==> config.mk <==
export PLATFORM = sky130hd
export DESIGN_NAME = l15_transducer
export DESIGN_NICKNAME = d
export VERILOG_FILES = /design/src/l15_transducer_pkg.sv /design/src/l15_ret_if.sv /design/src/l15_req_if.sv /design/src/l15_transducer.sv /design/src/l15_ack_ctrl.sv /design/src/l15_ret_decoder.sv /design/src/l15_req_arbiter.sv
export SDC_FILE = /design/constraint.sdc
export NUM_CORES = 1
export LEC_CHECK = 0
export BUFFER_PORTS_ARGS = -buffer_cell sky130_fd_sc_hd__buf_2
export CORE_AREA = 2 2 360 362
export CTS_BUF_LIST = sky130_fd_sc_hd__clkbuf_16
export DETAILED_ROUTE_END_ITERATION = 8
export DIE_AREA = 0 0 362 364
export GPL_TIMING_DRIVEN = 0
export SLEW_MARGIN = 20
export SYNTH_ARGS = -nofsm -noshare
export SYNTH_HDL_FRONTEND = slang
export SYNTH_SLANG_ARGS = --single-unit
==> constraint.sdc <==
create_clock -name clk_i -period 4.5 [get_ports clk_i]
set_input_delay 0.225 -clock clk_i [delete_from_list [all_inputs] [get_ports clk_i]]
set_output_delay 0.225 -clock clk_i [all_outputs]
set_load 0.05 [all_outputs]
==> src/l15_transducer_pkg.sv <==
package l15_transducer_pkg;

  // Request field widths toward the L1.5
  localparam int paddr_width = 40;
  localparam int dword_width = 64;
  localparam int rqtype_width = 5;
  localparam int size_width = 3;
  localparam int amo_op_width = 4;
  localparam int l1rplway_width = 2;

  // Return side
  localparam int rtntype_width = 4;
  localparam int inval_addr_width = 12;

  // Request queues
  localparam int req_fifo_depth = 2;
  localparam int req_ptr_width = $clog2(req_fifo_depth);
  localparam int req_cnt_width = $clog2(req_fifo_depth + 1);

  // Packed queue entry of rqtype, nc, size, address, data, l1rplway and amo_op
  localparam int req_word_width = rqtype_width
                                + 1
                                + size_width
                                + paddr_width
                                + dword_width
                                + l1rplway_width
                                + amo_op_width;

  // L1.5 return type codes
  localparam logic [rtntype_width-1:0] rtn_load = 4'd0;
  localparam logic [rtntype_width-1:0] rtn_ifill = 4'd1;
  localparam logic [rtntype_width-1:0] rtn_atomic = 4'd3;
  localparam logic [rtntype_width-1:0] rtn_st_ack = 4'd4;
  localparam logic [rtntype_width-1:0] rtn_int = 4'd7;

  // Cache request channels
  localparam int num_req_ch = 2;
  localparam int ch_icache = 0;
  localparam int ch_dcache = 1;

endpackage
==> src/l15_ret_if.sv <==
`timescale 1ns/1ns

interface l15_ret_if;

  logic                                        val;
  logic [l15_transducer_pkg::rtntype_width-1:0] rtntype;
  logic                                        inval_icache;
  logic                                        inval_dcache;
  logic                                        inval_icache_all;
  logic                                        inval_dcache_all;

  // Return decoder
  modport dec
  (
    input val, rtntype,
    input inval_icache, inval_dcache,
    input inval_icache_all, inval_dcache_all
  );

  // Driven from the L1.5 return inputs
  modport src
  (
    output val, rtntype,
    output inval_icache, inval_dcache,
    output inval_icache_all, inval_dcache_all
  );

endinterface

==> src/l15_req_if.sv <==
`timescale 1ns/1ns

interface l15_req_if;

  logic                                         val;
  logic                                         ack;
  logic [l15_transducer_pkg::rqtype_width-1:0]   rqtype;
  logic                                         nc;
  logic [l15_transducer_pkg::size_width-1:0]     size;
  logic [l15_transducer_pkg::paddr_width-1:0]    address;
  logic [l15_transducer_pkg::dword_width-1:0]    data;
  logic [l15_transducer_pkg::l1rplway_width-1:0] l1rplway;
  logic [l15_transducer_pkg::amo_op_width-1:0]   amo_op;

  // Arbiter side
  modport src
  (
    output val, rqtype, nc, size, address, data, l1rplway, amo_op,
    input  ack
  );

  // L1.5 port side
  modport dst
  (
    input  val, rqtype, nc, size, address, data, l1rplway, amo_op,
    output ack
  );

endinterface

==> src/l15_transducer.sv <==
`timescale 1ns/1ns

module l15_transducer
  (
    input  logic                                         clk_i,
    input  logic                                         rst_n_i,
    input  logic                                         icache_req_v_i,
    output logic                                         icache_req_ready_o,
    input  logic [l15_transducer_pkg::rqtype_width-1:0]   icache_req_rqtype_i,
    input  logic                                         icache_req_nc_i,
    input  logic [l15_transducer_pkg::size_width-1:0]     icache_req_size_i,
    input  logic [l15_transducer_pkg::paddr_width-1:0]    icache_req_address_i,
    input  logic [l15_transducer_pkg::dword_width-1:0]    icache_req_data_i,
    input  logic [l15_transducer_pkg::l1rplway_width-1:0] icache_req_l1rplway_i,
    input  logic [l15_transducer_pkg::amo_op_width-1:0]   icache_req_amo_op_i,
    input  logic                                         dcache_req_v_i,
    output logic                                         dcache_req_ready_o,
    input  logic [l15_transducer_pkg::rqtype_width-1:0]   dcache_req_rqtype_i,
    input  logic                                         dcache_req_nc_i,
    input  logic [l15_transducer_pkg::size_width-1:0]     dcache_req_size_i,
    input  logic [l15_transducer_pkg::paddr_width-1:0]    dcache_req_address_i,
    input  logic [l15_transducer_pkg::dword_width-1:0]    dcache_req_data_i,
    input  logic [l15_transducer_pkg::l1rplway_width-1:0] dcache_req_l1rplway_i,
    input  logic [l15_transducer_pkg::amo_op_width-1:0]   dcache_req_amo_op_i,
    output logic                                         icache_ret_v_o,
    input  logic                                         icache_ret_ready_i,
    output logic                                         dcache_ret_v_o,
    input  logic                                         dcache_ret_ready_i,
    output logic [l15_transducer_pkg::rtntype_width-1:0]  ret_rtntype_o,
    output logic                                         ret_noncacheable_o,
    output logic                                         ret_atomic_o,
    output logic [l15_transducer_pkg::dword_width-1:0]    ret_data_0_o,
    output logic [l15_transducer_pkg::dword_width-1:0]    ret_data_1_o,
    output logic [l15_transducer_pkg::dword_width-1:0]    ret_data_2_o,
    output logic [l15_transducer_pkg::dword_width-1:0]    ret_data_3_o,
    output logic [l15_transducer_pkg::inval_addr_width-1:0] ret_inval_address_o,
    output logic [l15_transducer_pkg::l1rplway_width-1:0] ret_inval_way_o,
    output logic                                         freeze_o,
    output logic                                         transducer_l15_val_o,
    output logic [l15_transducer_pkg::rqtype_width-1:0]   transducer_l15_rqtype_o,
    output logic                                         transducer_l15_nc_o,
    output logic [l15_transducer_pkg::size_width-1:0]     transducer_l15_size_o,
    output logic [l15_transducer_pkg::paddr_width-1:0]    transducer_l15_address_o,
    output logic [l15_transducer_pkg::dword_width-1:0]    transducer_l15_data_o,
    output logic [l15_transducer_pkg::l1rplway_width-1:0] transducer_l15_l1rplway_o,
    output logic [l15_transducer_pkg::amo_op_width-1:0]   transducer_l15_amo_op_o,
    input  logic                                         l15_transducer_ack_i,
    input  logic                                         l15_transducer_val_i,
    input  logic [l15_transducer_pkg::rtntype_width-1:0]  l15_transducer_returntype_i,
    input  logic                                         l15_transducer_noncacheable_i,
    input  logic                                         l15_transducer_atomic_i,
    input  logic [l15_transducer_pkg::dword_width-1:0]    l15_transducer_data_0_i,
    input  logic [l15_transducer_pkg::dword_width-1:0]    l15_transducer_data_1_i,
    input  logic [l15_transducer_pkg::dword_width-1:0]    l15_transducer_data_2_i,
    input  logic [l15_transducer_pkg::dword_width-1:0]    l15_transducer_data_3_i,
    input  logic [l15_transducer_pkg::inval_addr_width-1:0] l15_transducer_inval_address_15_4_i,
    input  logic                                         l15_transducer_inval_icache_inval_i,
    input  logic                                         l15_transducer_inval_dcache_inval_i,
    input  logic                                         l15_transducer_inval_icache_all_way_i,
    input  logic                                         l15_transducer_inval_dcache_all_way_i,
    input  logic [l15_transducer_pkg::l1rplway_width-1:0] l15_transducer_inval_way_i,
    output logic                                         transducer_l15_req_ack_o
  );

  import l15_transducer_pkg::*;

  logic wakeup;

  l15_req_if req_if ();
  l15_ret_if ret_if ();

  l15_req_arbiter u_req_arbiter
  (
    .clk_i                 (clk_i),
    .rst_n_i               (rst_n_i),
    .icache_req_v_i        (icache_req_v_i),
    .icache_req_ready_o    (icache_req_ready_o),
    .icache_req_rqtype_i   (icache_req_rqtype_i),
    .icache_req_nc_i       (icache_req_nc_i),
    .icache_req_size_i     (icache_req_size_i),
    .icache_req_address_i  (icache_req_address_i),
    .icache_req_data_i     (icache_req_data_i),
    .icache_req_l1rplway_i (icache_req_l1rplway_i),
    .icache_req_amo_op_i   (icache_req_amo_op_i),
    .dcache_req_v_i        (dcache_req_v_i),
    .dcache_req_ready_o    (dcache_req_ready_o),
    .dcache_req_rqtype_i   (dcache_req_rqtype_i),
    .dcache_req_nc_i       (dcache_req_nc_i),
    .dcache_req_size_i     (dcache_req_size_i),
    .dcache_req_address_i  (dcache_req_address_i),
    .dcache_req_data_i     (dcache_req_data_i),
    .dcache_req_l1rplway_i (dcache_req_l1rplway_i),
    .dcache_req_amo_op_i   (dcache_req_amo_op_i),
    .req_o                 (req_if.src)
  );

  // L1.5 request port
  assign transducer_l15_val_o = req_if.val;
  assign transducer_l15_rqtype_o = req_if.rqtype;
  assign transducer_l15_nc_o = req_if.nc;
  assign transducer_l15_size_o = req_if.size;
  assign transducer_l15_address_o = req_if.address;
  assign transducer_l15_data_o = req_if.data;
  assign transducer_l15_l1rplway_o = req_if.l1rplway;
  assign transducer_l15_amo_op_o = req_if.amo_op;
  assign req_if.ack = l15_transducer_ack_i;

  // Return header into the decoder
  assign ret_if.val = l15_transducer_val_i;
  assign ret_if.rtntype = l15_transducer_returntype_i;
  assign ret_if.inval_icache = l15_transducer_inval_icache_inval_i;
  assign ret_if.inval_dcache = l15_transducer_inval_dcache_inval_i;
  assign ret_if.inval_icache_all = l15_transducer_inval_icache_all_way_i;
  assign ret_if.inval_dcache_all = l15_transducer_inval_dcache_all_way_i;

  l15_ret_decoder u_ret_decoder
  (
    .ret_i      (ret_if.dec),
    .icache_v_o (icache_ret_v_o),
    .dcache_v_o (dcache_ret_v_o),
    .wakeup_o   (wakeup)
  );

  l15_ack_ctrl u_ack_ctrl
  (
    .clk_i          (clk_i),
    .rst_n_i        (rst_n_i),
    .icache_v_i     (icache_ret_v_o),
    .dcache_v_i     (dcache_ret_v_o),
    .wakeup_i       (wakeup),
    .icache_ready_i (icache_ret_ready_i),
    .dcache_ready_i (dcache_ret_ready_i),
    .req_ack_o      (transducer_l15_req_ack_o),
    .freeze_o       (freeze_o)
  );

  // Same payload to both caches
  assign ret_rtntype_o = l15_transducer_returntype_i;
  assign ret_noncacheable_o = l15_transducer_noncacheable_i;
  assign ret_atomic_o = l15_transducer_atomic_i;
  assign ret_data_0_o = l15_transducer_data_0_i;
  assign ret_data_1_o = l15_transducer_data_1_i;
  assign ret_data_2_o = l15_transducer_data_2_i;
  assign ret_data_3_o = l15_transducer_data_3_i;
  assign ret_inval_address_o = l15_transducer_inval_address_15_4_i;
  assign ret_inval_way_o = l15_transducer_inval_way_i;

endmodule

==> src/l15_ack_ctrl.sv <==
`timescale 1ns/1ns

module l15_ack_ctrl
  (
    input  logic clk_i,
    input  logic rst_n_i,
    input  logic icache_v_i,
    input  logic dcache_v_i,
    input  logic wakeup_i,
    input  logic icache_ready_i,
    input  logic dcache_ready_i,
    output logic req_ack_o,
    output logic freeze_o
  );

  import l15_transducer_pkg::*;

  logic both_ready;
  logic freeze_q;

  // Invalidations are enqueued on both sides, so both need room
  assign both_ready = icache_ready_i & dcache_ready_i;

  // Wake-up is acked here since no cache consumes it
  assign req_ack_o = wakeup_i | (both_ready & (icache_v_i | dcache_v_i));

  // Core held frozen until the first interrupt return
  always_ff @(posedge clk_i)
  begin
    if (!rst_n_i)
      freeze_q <= 1'b1;
    else if (wakeup_i)
      freeze_q <= 1'b0;
  end

  assign freeze_o = freeze_q;

  a_freeze_sticky: assert property (@(posedge clk_i) disable iff (!rst_n_i)
    !freeze_o |=> !freeze_o);

endmodule

==> src/l15_ret_decoder.sv <==
`timescale 1ns/1ns

module l15_ret_decoder
  (
    l15_ret_if.dec ret_i,
    output logic   icache_v_o,
    output logic   dcache_v_o,
    output logic   wakeup_o
  );

  import l15_transducer_pkg::*;

  logic icache_type;
  logic dcache_type;
  logic icache_inval;
  logic dcache_inval;

  // Fill returns belong to the instruction side only
  assign icache_type = (ret_i.rtntype == rtn_ifill);

  // Loads, store acks and atomics go to the data side
  assign dcache_type = ret_i.rtntype inside {rtn_load, rtn_st_ack, rtn_atomic};

  // single-line or all-way invalidation
  assign icache_inval = ret_i.inval_icache | ret_i.inval_icache_all;
  assign dcache_inval = ret_i.inval_dcache | ret_i.inval_dcache_all;

  // An invalidation can ride on any return type, so both sides may fire
  assign icache_v_o = ret_i.val & (icache_type | icache_inval);
  assign dcache_v_o = ret_i.val & (dcache_type | dcache_inval);

  assign wakeup_o = ret_i.val & (ret_i.rtntype == rtn_int);

  // Interrupt returns must not carry invalidations
  always_comb
  begin
    a_wakeup_alone: assert final (!(wakeup_o && (icache_v_o || dcache_v_o)))
      else $error("wake-up return also steered to a cache");
  end

endmodule

==> src/l15_req_arbiter.sv <==
`timescale 1ns/1ns

module l15_req_arbiter
  (
    input  logic                                         clk_i,
    input  logic                                         rst_n_i,
    input  logic                                         icache_req_v_i,
    output logic                                         icache_req_ready_o,
    input  logic [l15_transducer_pkg::rqtype_width-1:0]   icache_req_rqtype_i,
    input  logic                                         icache_req_nc_i,
    input  logic [l15_transducer_pkg::size_width-1:0]     icache_req_size_i,
    input  logic [l15_transducer_pkg::paddr_width-1:0]    icache_req_address_i,
    input  logic [l15_transducer_pkg::dword_width-1:0]    icache_req_data_i,
    input  logic [l15_transducer_pkg::l1rplway_width-1:0] icache_req_l1rplway_i,
    input  logic [l15_transducer_pkg::amo_op_width-1:0]   icache_req_amo_op_i,
    input  logic                                         dcache_req_v_i,
    output logic                                         dcache_req_ready_o,
    input  logic [l15_transducer_pkg::rqtype_width-1:0]   dcache_req_rqtype_i,
    input  logic                                         dcache_req_nc_i,
    input  logic [l15_transducer_pkg::size_width-1:0]     dcache_req_size_i,
    input  logic [l15_transducer_pkg::paddr_width-1:0]    dcache_req_address_i,
    input  logic [l15_transducer_pkg::dword_width-1:0]    dcache_req_data_i,
    input  logic [l15_transducer_pkg::l1rplway_width-1:0] dcache_req_l1rplway_i,
    input  logic [l15_transducer_pkg::amo_op_width-1:0]   dcache_req_amo_op_i,
    l15_req_if.src                                       req_o
  );

  import l15_transducer_pkg::*;

  logic [num_req_ch-1:0]     req_v;
  logic [num_req_ch-1:0]     ready;
  logic [num_req_ch-1:0]     push;
  logic [num_req_ch-1:0]     pop;
  logic [num_req_ch-1:0]     not_empty;
  logic [num_req_ch-1:0]     prio_gnt;
  logic [num_req_ch-1:0]     gnt;
  logic [num_req_ch-1:0]     lock_gnt_q;
  logic                      locked_q;
  logic [req_word_width-1:0] req_word [num_req_ch];
  logic [req_word_width-1:0] head_word [num_req_ch];
  logic [req_word_width-1:0] head;

  assign req_v[ch_icache] = icache_req_v_i;
  assign req_v[ch_dcache] = dcache_req_v_i;
  assign icache_req_ready_o = ready[ch_icache];
  assign dcache_req_ready_o = ready[ch_dcache];

  assign req_word[ch_icache] = {icache_req_rqtype_i, icache_req_nc_i, icache_req_size_i,
                                icache_req_address_i, icache_req_data_i,
                                icache_req_l1rplway_i, icache_req_amo_op_i};
  assign req_word[ch_dcache] = {dcache_req_rqtype_i, dcache_req_nc_i, dcache_req_size_i,
                                dcache_req_address_i, dcache_req_data_i,
                                dcache_req_l1rplway_i, dcache_req_amo_op_i};

  for (genvar i = 0; i < num_req_ch; i++)
  begin : g_queue
    logic [req_word_width-1:0] mem_q [req_fifo_depth];
    logic [req_ptr_width-1:0]  wr_ptr_q;
    logic [req_ptr_width-1:0]  rd_ptr_q;
    logic [req_cnt_width-1:0]  cnt_q;

    assign ready[i] = (cnt_q != req_cnt_width'(req_fifo_depth));
    assign not_empty[i] = (cnt_q != '0);
    assign push[i] = req_v[i] & ready[i];
    assign head_word[i] = mem_q[rd_ptr_q];

    always_ff @(posedge clk_i)
    begin
      if (push[i])
        mem_q[wr_ptr_q] <= req_word[i];
    end

    always_ff @(posedge clk_i)
    begin
      if (!rst_n_i)
      begin
        wr_ptr_q <= '0;
        rd_ptr_q <= '0;
        cnt_q <= '0;
      end
      else
      begin
        if (push[i])
          wr_ptr_q <= wr_ptr_q + req_ptr_width'(1);
        if (pop[i])
          rd_ptr_q <= rd_ptr_q + req_ptr_width'(1);
        if (push[i] && !pop[i])
          cnt_q <= cnt_q + req_cnt_width'(1);
        else if (pop[i] && !push[i])
          cnt_q <= cnt_q - req_cnt_width'(1);
      end
    end

    a_no_overfill: assert property (@(posedge clk_i) disable iff (!rst_n_i)
      cnt_q <= req_cnt_width'(req_fifo_depth));
  end

  // Data cache wins when both queues hold a request
  assign prio_gnt[ch_dcache] = not_empty[ch_dcache];
  assign prio_gnt[ch_icache] = not_empty[ch_icache] & ~not_empty[ch_dcache];

  // An unacked head keeps its grant so the L1.5 sees stable fields
  assign gnt = locked_q ? lock_gnt_q : prio_gnt;
  assign pop = gnt & {num_req_ch{req_o.ack}};

  always_ff @(posedge clk_i)
  begin
    if (!rst_n_i)
    begin
      locked_q <= 1'b0;
      lock_gnt_q <= '0;
    end
    else
    begin
      locked_q <= req_o.val & ~req_o.ack;
      lock_gnt_q <= gnt;
    end
  end

  always_comb
  begin
    head = '0;
    for (int i = 0; i < num_req_ch; i++)
      if (gnt[i])
        head = head | head_word[i];
  end

  assign req_o.val = |gnt;
  assign {req_o.rqtype, req_o.nc, req_o.size, req_o.address, req_o.data,
          req_o.l1rplway, req_o.amo_op} = head;

  a_req_hold: assert property (@(posedge clk_i) disable iff (!rst_n_i)
    req_o.val && !req_o.ack |=> req_o.val && $stable(head));

endmodule

==> reports/qor.yml <==
setup-violations-final: 0
layout_common_cells: "670 x buf_2, 476 x edfxtp_1, 276 x buf_4, 245 x dlygate4sd3_1, 240 x mux2i_1"
clk_pin_slew_worst_paths_ns: 0.06
critPathLaunchType: "flip-flop"
grt_pass1_vias: 14700
fin_cells: 3946
clk_latency_ns: 0.65
hold_path_class: "in2reg"
hold_viol_final: 0
peakVddDrop_mv: 0.417
fin_util_pct: 24.2
register_area_um2: 14600
worstRegToRegCells: 9
grt_max_degree: 74
grt_util_all_layers_pct: 15.8
ys_ff_latch: 490
crit_arrival_ns: 3.54
die_w_um: 362
route.detailed.drc: 0
crit_path_end_kind: "primary output"
clockRootBuffer: "clkbuf_16"
crit_end: "transducer_l15_data_o[38]"
yosys_warnings: 0
initial_core_util_pct: 16.4
netlist_instances: 1251
drive_above_1_share_pct: 50.3
slew_headroom_pct: 22.3
fin_crit_sh_pct: 83.7
synth_area_leaders: "edfxtp_1 68%, mux2i_1 11%, buf_4 9.8%"
cts_tree: "built"
timing.max_cap.violations: 0
use_met1_pct: 18.7
multiInputGateArea_um2: 4100
grt-ovfl-total: 0
fmax_mhz: 266
core_area_um2: 128000
finalMaxSlewViolations: 0
startpoint: "u_req_arbiter.g_queue[1].cnt_q[1]$_SDFFE_PN0P_"
area_growth_pct: 47.3
status: "finished, final reports clean"
tightest_slew_ns: 1.17
syn_nets: 1779
detail_route.vias_per_cell: 3.72
yosys.area.top_type: "edfxtp_1"
pin_count: 928
syn_area_per_cell_um2: 16.8
antenna_found_initial: 53
drtPass1Iterations: 5
netlist_area_um2: 21100
drt_iter0_markers: 806
wirelength_um: 110000
r2r_setup_slack_ns: 2.07
die_y_um: 364
rows: 132
n_fill_cell: 13400
cts_buffer_depth: 3
r2r-start: "u_req_arbiter.g_queue[1].cnt_q[1]$_SDFFE_PN0P_"
use_met3_pct: 6.13
required_ns: 4.28
finish.net_count: 2743
leakagePower_uw: 0.0119
grt_use_met2_pct: 26.3
io_buffers: 655
wl_per_cell_um: 27.9
place_inst: 3589
cts_sinks: 490
synth.distinct_cells: 39
layout.cells.most_common: "buf_2"
busiest_layer: "met2"
gp_congestion: 0.845
grt_pass1_wl_um: 137000
fp.dieArea_um2: 132000
synth_top_cell_area_share_pct: 67.9
finalCriticalPeriod_ns: 3.76
num_vias: 14700
drtAntennaViolNets: 0
cts_made_buffers: 54
worst-path-max-fanout: 10
p_per_area_nw_per_um2: 665
htreeDepth: 2
regToRegEndpoint: "u_req_arbiter.g_queue[0].cnt_q[1]$_SDFFE_PN0P_"
finalClockSkew_ns: 0.0174
rsz0062_at_grt: "false"
hpwl_um: 89800
worstSetupPathType: "reg2out"
post_cts_resized: 0
ys_seq_area_share_pct: 69.2
final cells by class:
type	count	share of cell area, %
diodes	12	0.0969
plain buffers	332	7.68
clock buffers	54	4.36
clock inverters	46	1.68
inverters	5	0.109
multi-input cells	424	13.2
flip-flops and latches	490	47.0
well taps	1675	6.76
repair buffers	908	19.1
state kept, by name, summed over array words and instances (netlist names), named ones only:
name,cells
u_req_arbiter.g_queue.wr_ptr_q,2
u_req_arbiter.lock_gnt_q,2
u_req_arbiter.locked_q,1
u_req_arbiter.g_queue.mem_q,476
u_ack_ctrl.freeze_o,1
u_req_arbiter.g_queue.rd_ptr_q,2
u_req_arbiter.g_queue.cnt_q,4
metal layers:
metal	part of all wire, %	up-vias
li1	-	6468
met2	47	721
met1	39	7322
met4	3.5	24
met3	10	132
met5	0.14	-
worst max-delay path: stages, from the launching register on:
cell and delay [ns]:
dfxtp_1 0.33, or2_1 0.23, buf_2 0.16, o21ai_1 0.38
buf_2 0.56, buf_2 0.61, o22ai_2 0.26, buf_2 0.32
stage by stage:
stage	setup TNS [ns]	total power (uW)	hold WS, ns	worst slack [ns]	instance area (um2)
after floorplan	0	12600	0.304	0.209	21100
after global placement	-885.57	16000	0.412	-2.35	26400
after detailed placement	0	16000	0.416	1.30	26600
after CTS	0	20900	0.250	0.576	31000
after global routing	0	21400	0.268	0.517	31000
final	0	20600	0.319	0.735	31000
synth_stat cells, drive strengths merged:
cell type and instances:
edfxtp 476, buf 302, mux2i 240, o22ai 119, clkbuf 30, dfxtp 14, nand2b 6, nor2 6
a21oi 5, inv 5, nand3b 4, o21ai 4, xor2 4, nand2 3, nor4 3, o31a 3
or2 3, a21bo 2, and2 2, and3 2, ha 2, nand3 2, nand4b 2, o311ai 2
or3 2, a21o 1, mux2 1, nor3 1, o2111ai 1, o211a 1, o211ai 1, o21a 1
or4 1
where the power goes:
part / total (uW) / switching (uW) / internal [uW]
clock: 4720 / 1940 / 2770
sequential: 5920 / 159 / 5770
combinational: 9970 / 7540 / 2430
repair_timing:
action,in CTS,in global routing
buffers inserted,0,0
hold endpoints to repair,484,0
hold buffers,245,0
worst min-delay path by stage:
stage | slack [ns] | startpoint | to | depth (start not counted)
2_1_floorplan | 0.30 | l15_transducer_ack_i | u_req_arbiter.locked_q$_SDFF_PN0_ | 1
3_3_place_gp | 0.41 | icache_req_data_i[21] | u_req_arbiter.g_queue[0].mem_q[0][27]$_DFFE_PP_ | 1
3_5_place_dp | 0.42 | icache_req_data_i[21] | u_req_arbiter.g_queue[0].mem_q[0][27]$_DFFE_PP_ | 1
4_1_cts | 0.25 | dcache_req_data_i[50] | u_req_arbiter.g_queue[1].mem_q[1][56]$_DFFE_PP_ | 2
5_1_grt | 0.27 | dcache_req_data_i[28] | u_req_arbiter.g_queue[1].mem_q[0][34]$_DFFE_PP_ | 2
6_report | 0.32 | dcache_req_l1rplway_i[1] | u_req_arbiter.g_queue[1].mem_q[0][5]$_DFFE_PP_ | 2
cells by family after synthesis:
kind of cell	share of synthesized area, %
xor+xnor	0.166
simple gates	1.03
compound gates	6.63
mux	11.5
flops	69.2
fa+ha+maj	0.119
buf+inv	11.4
(Power assumes the default switching activity.)
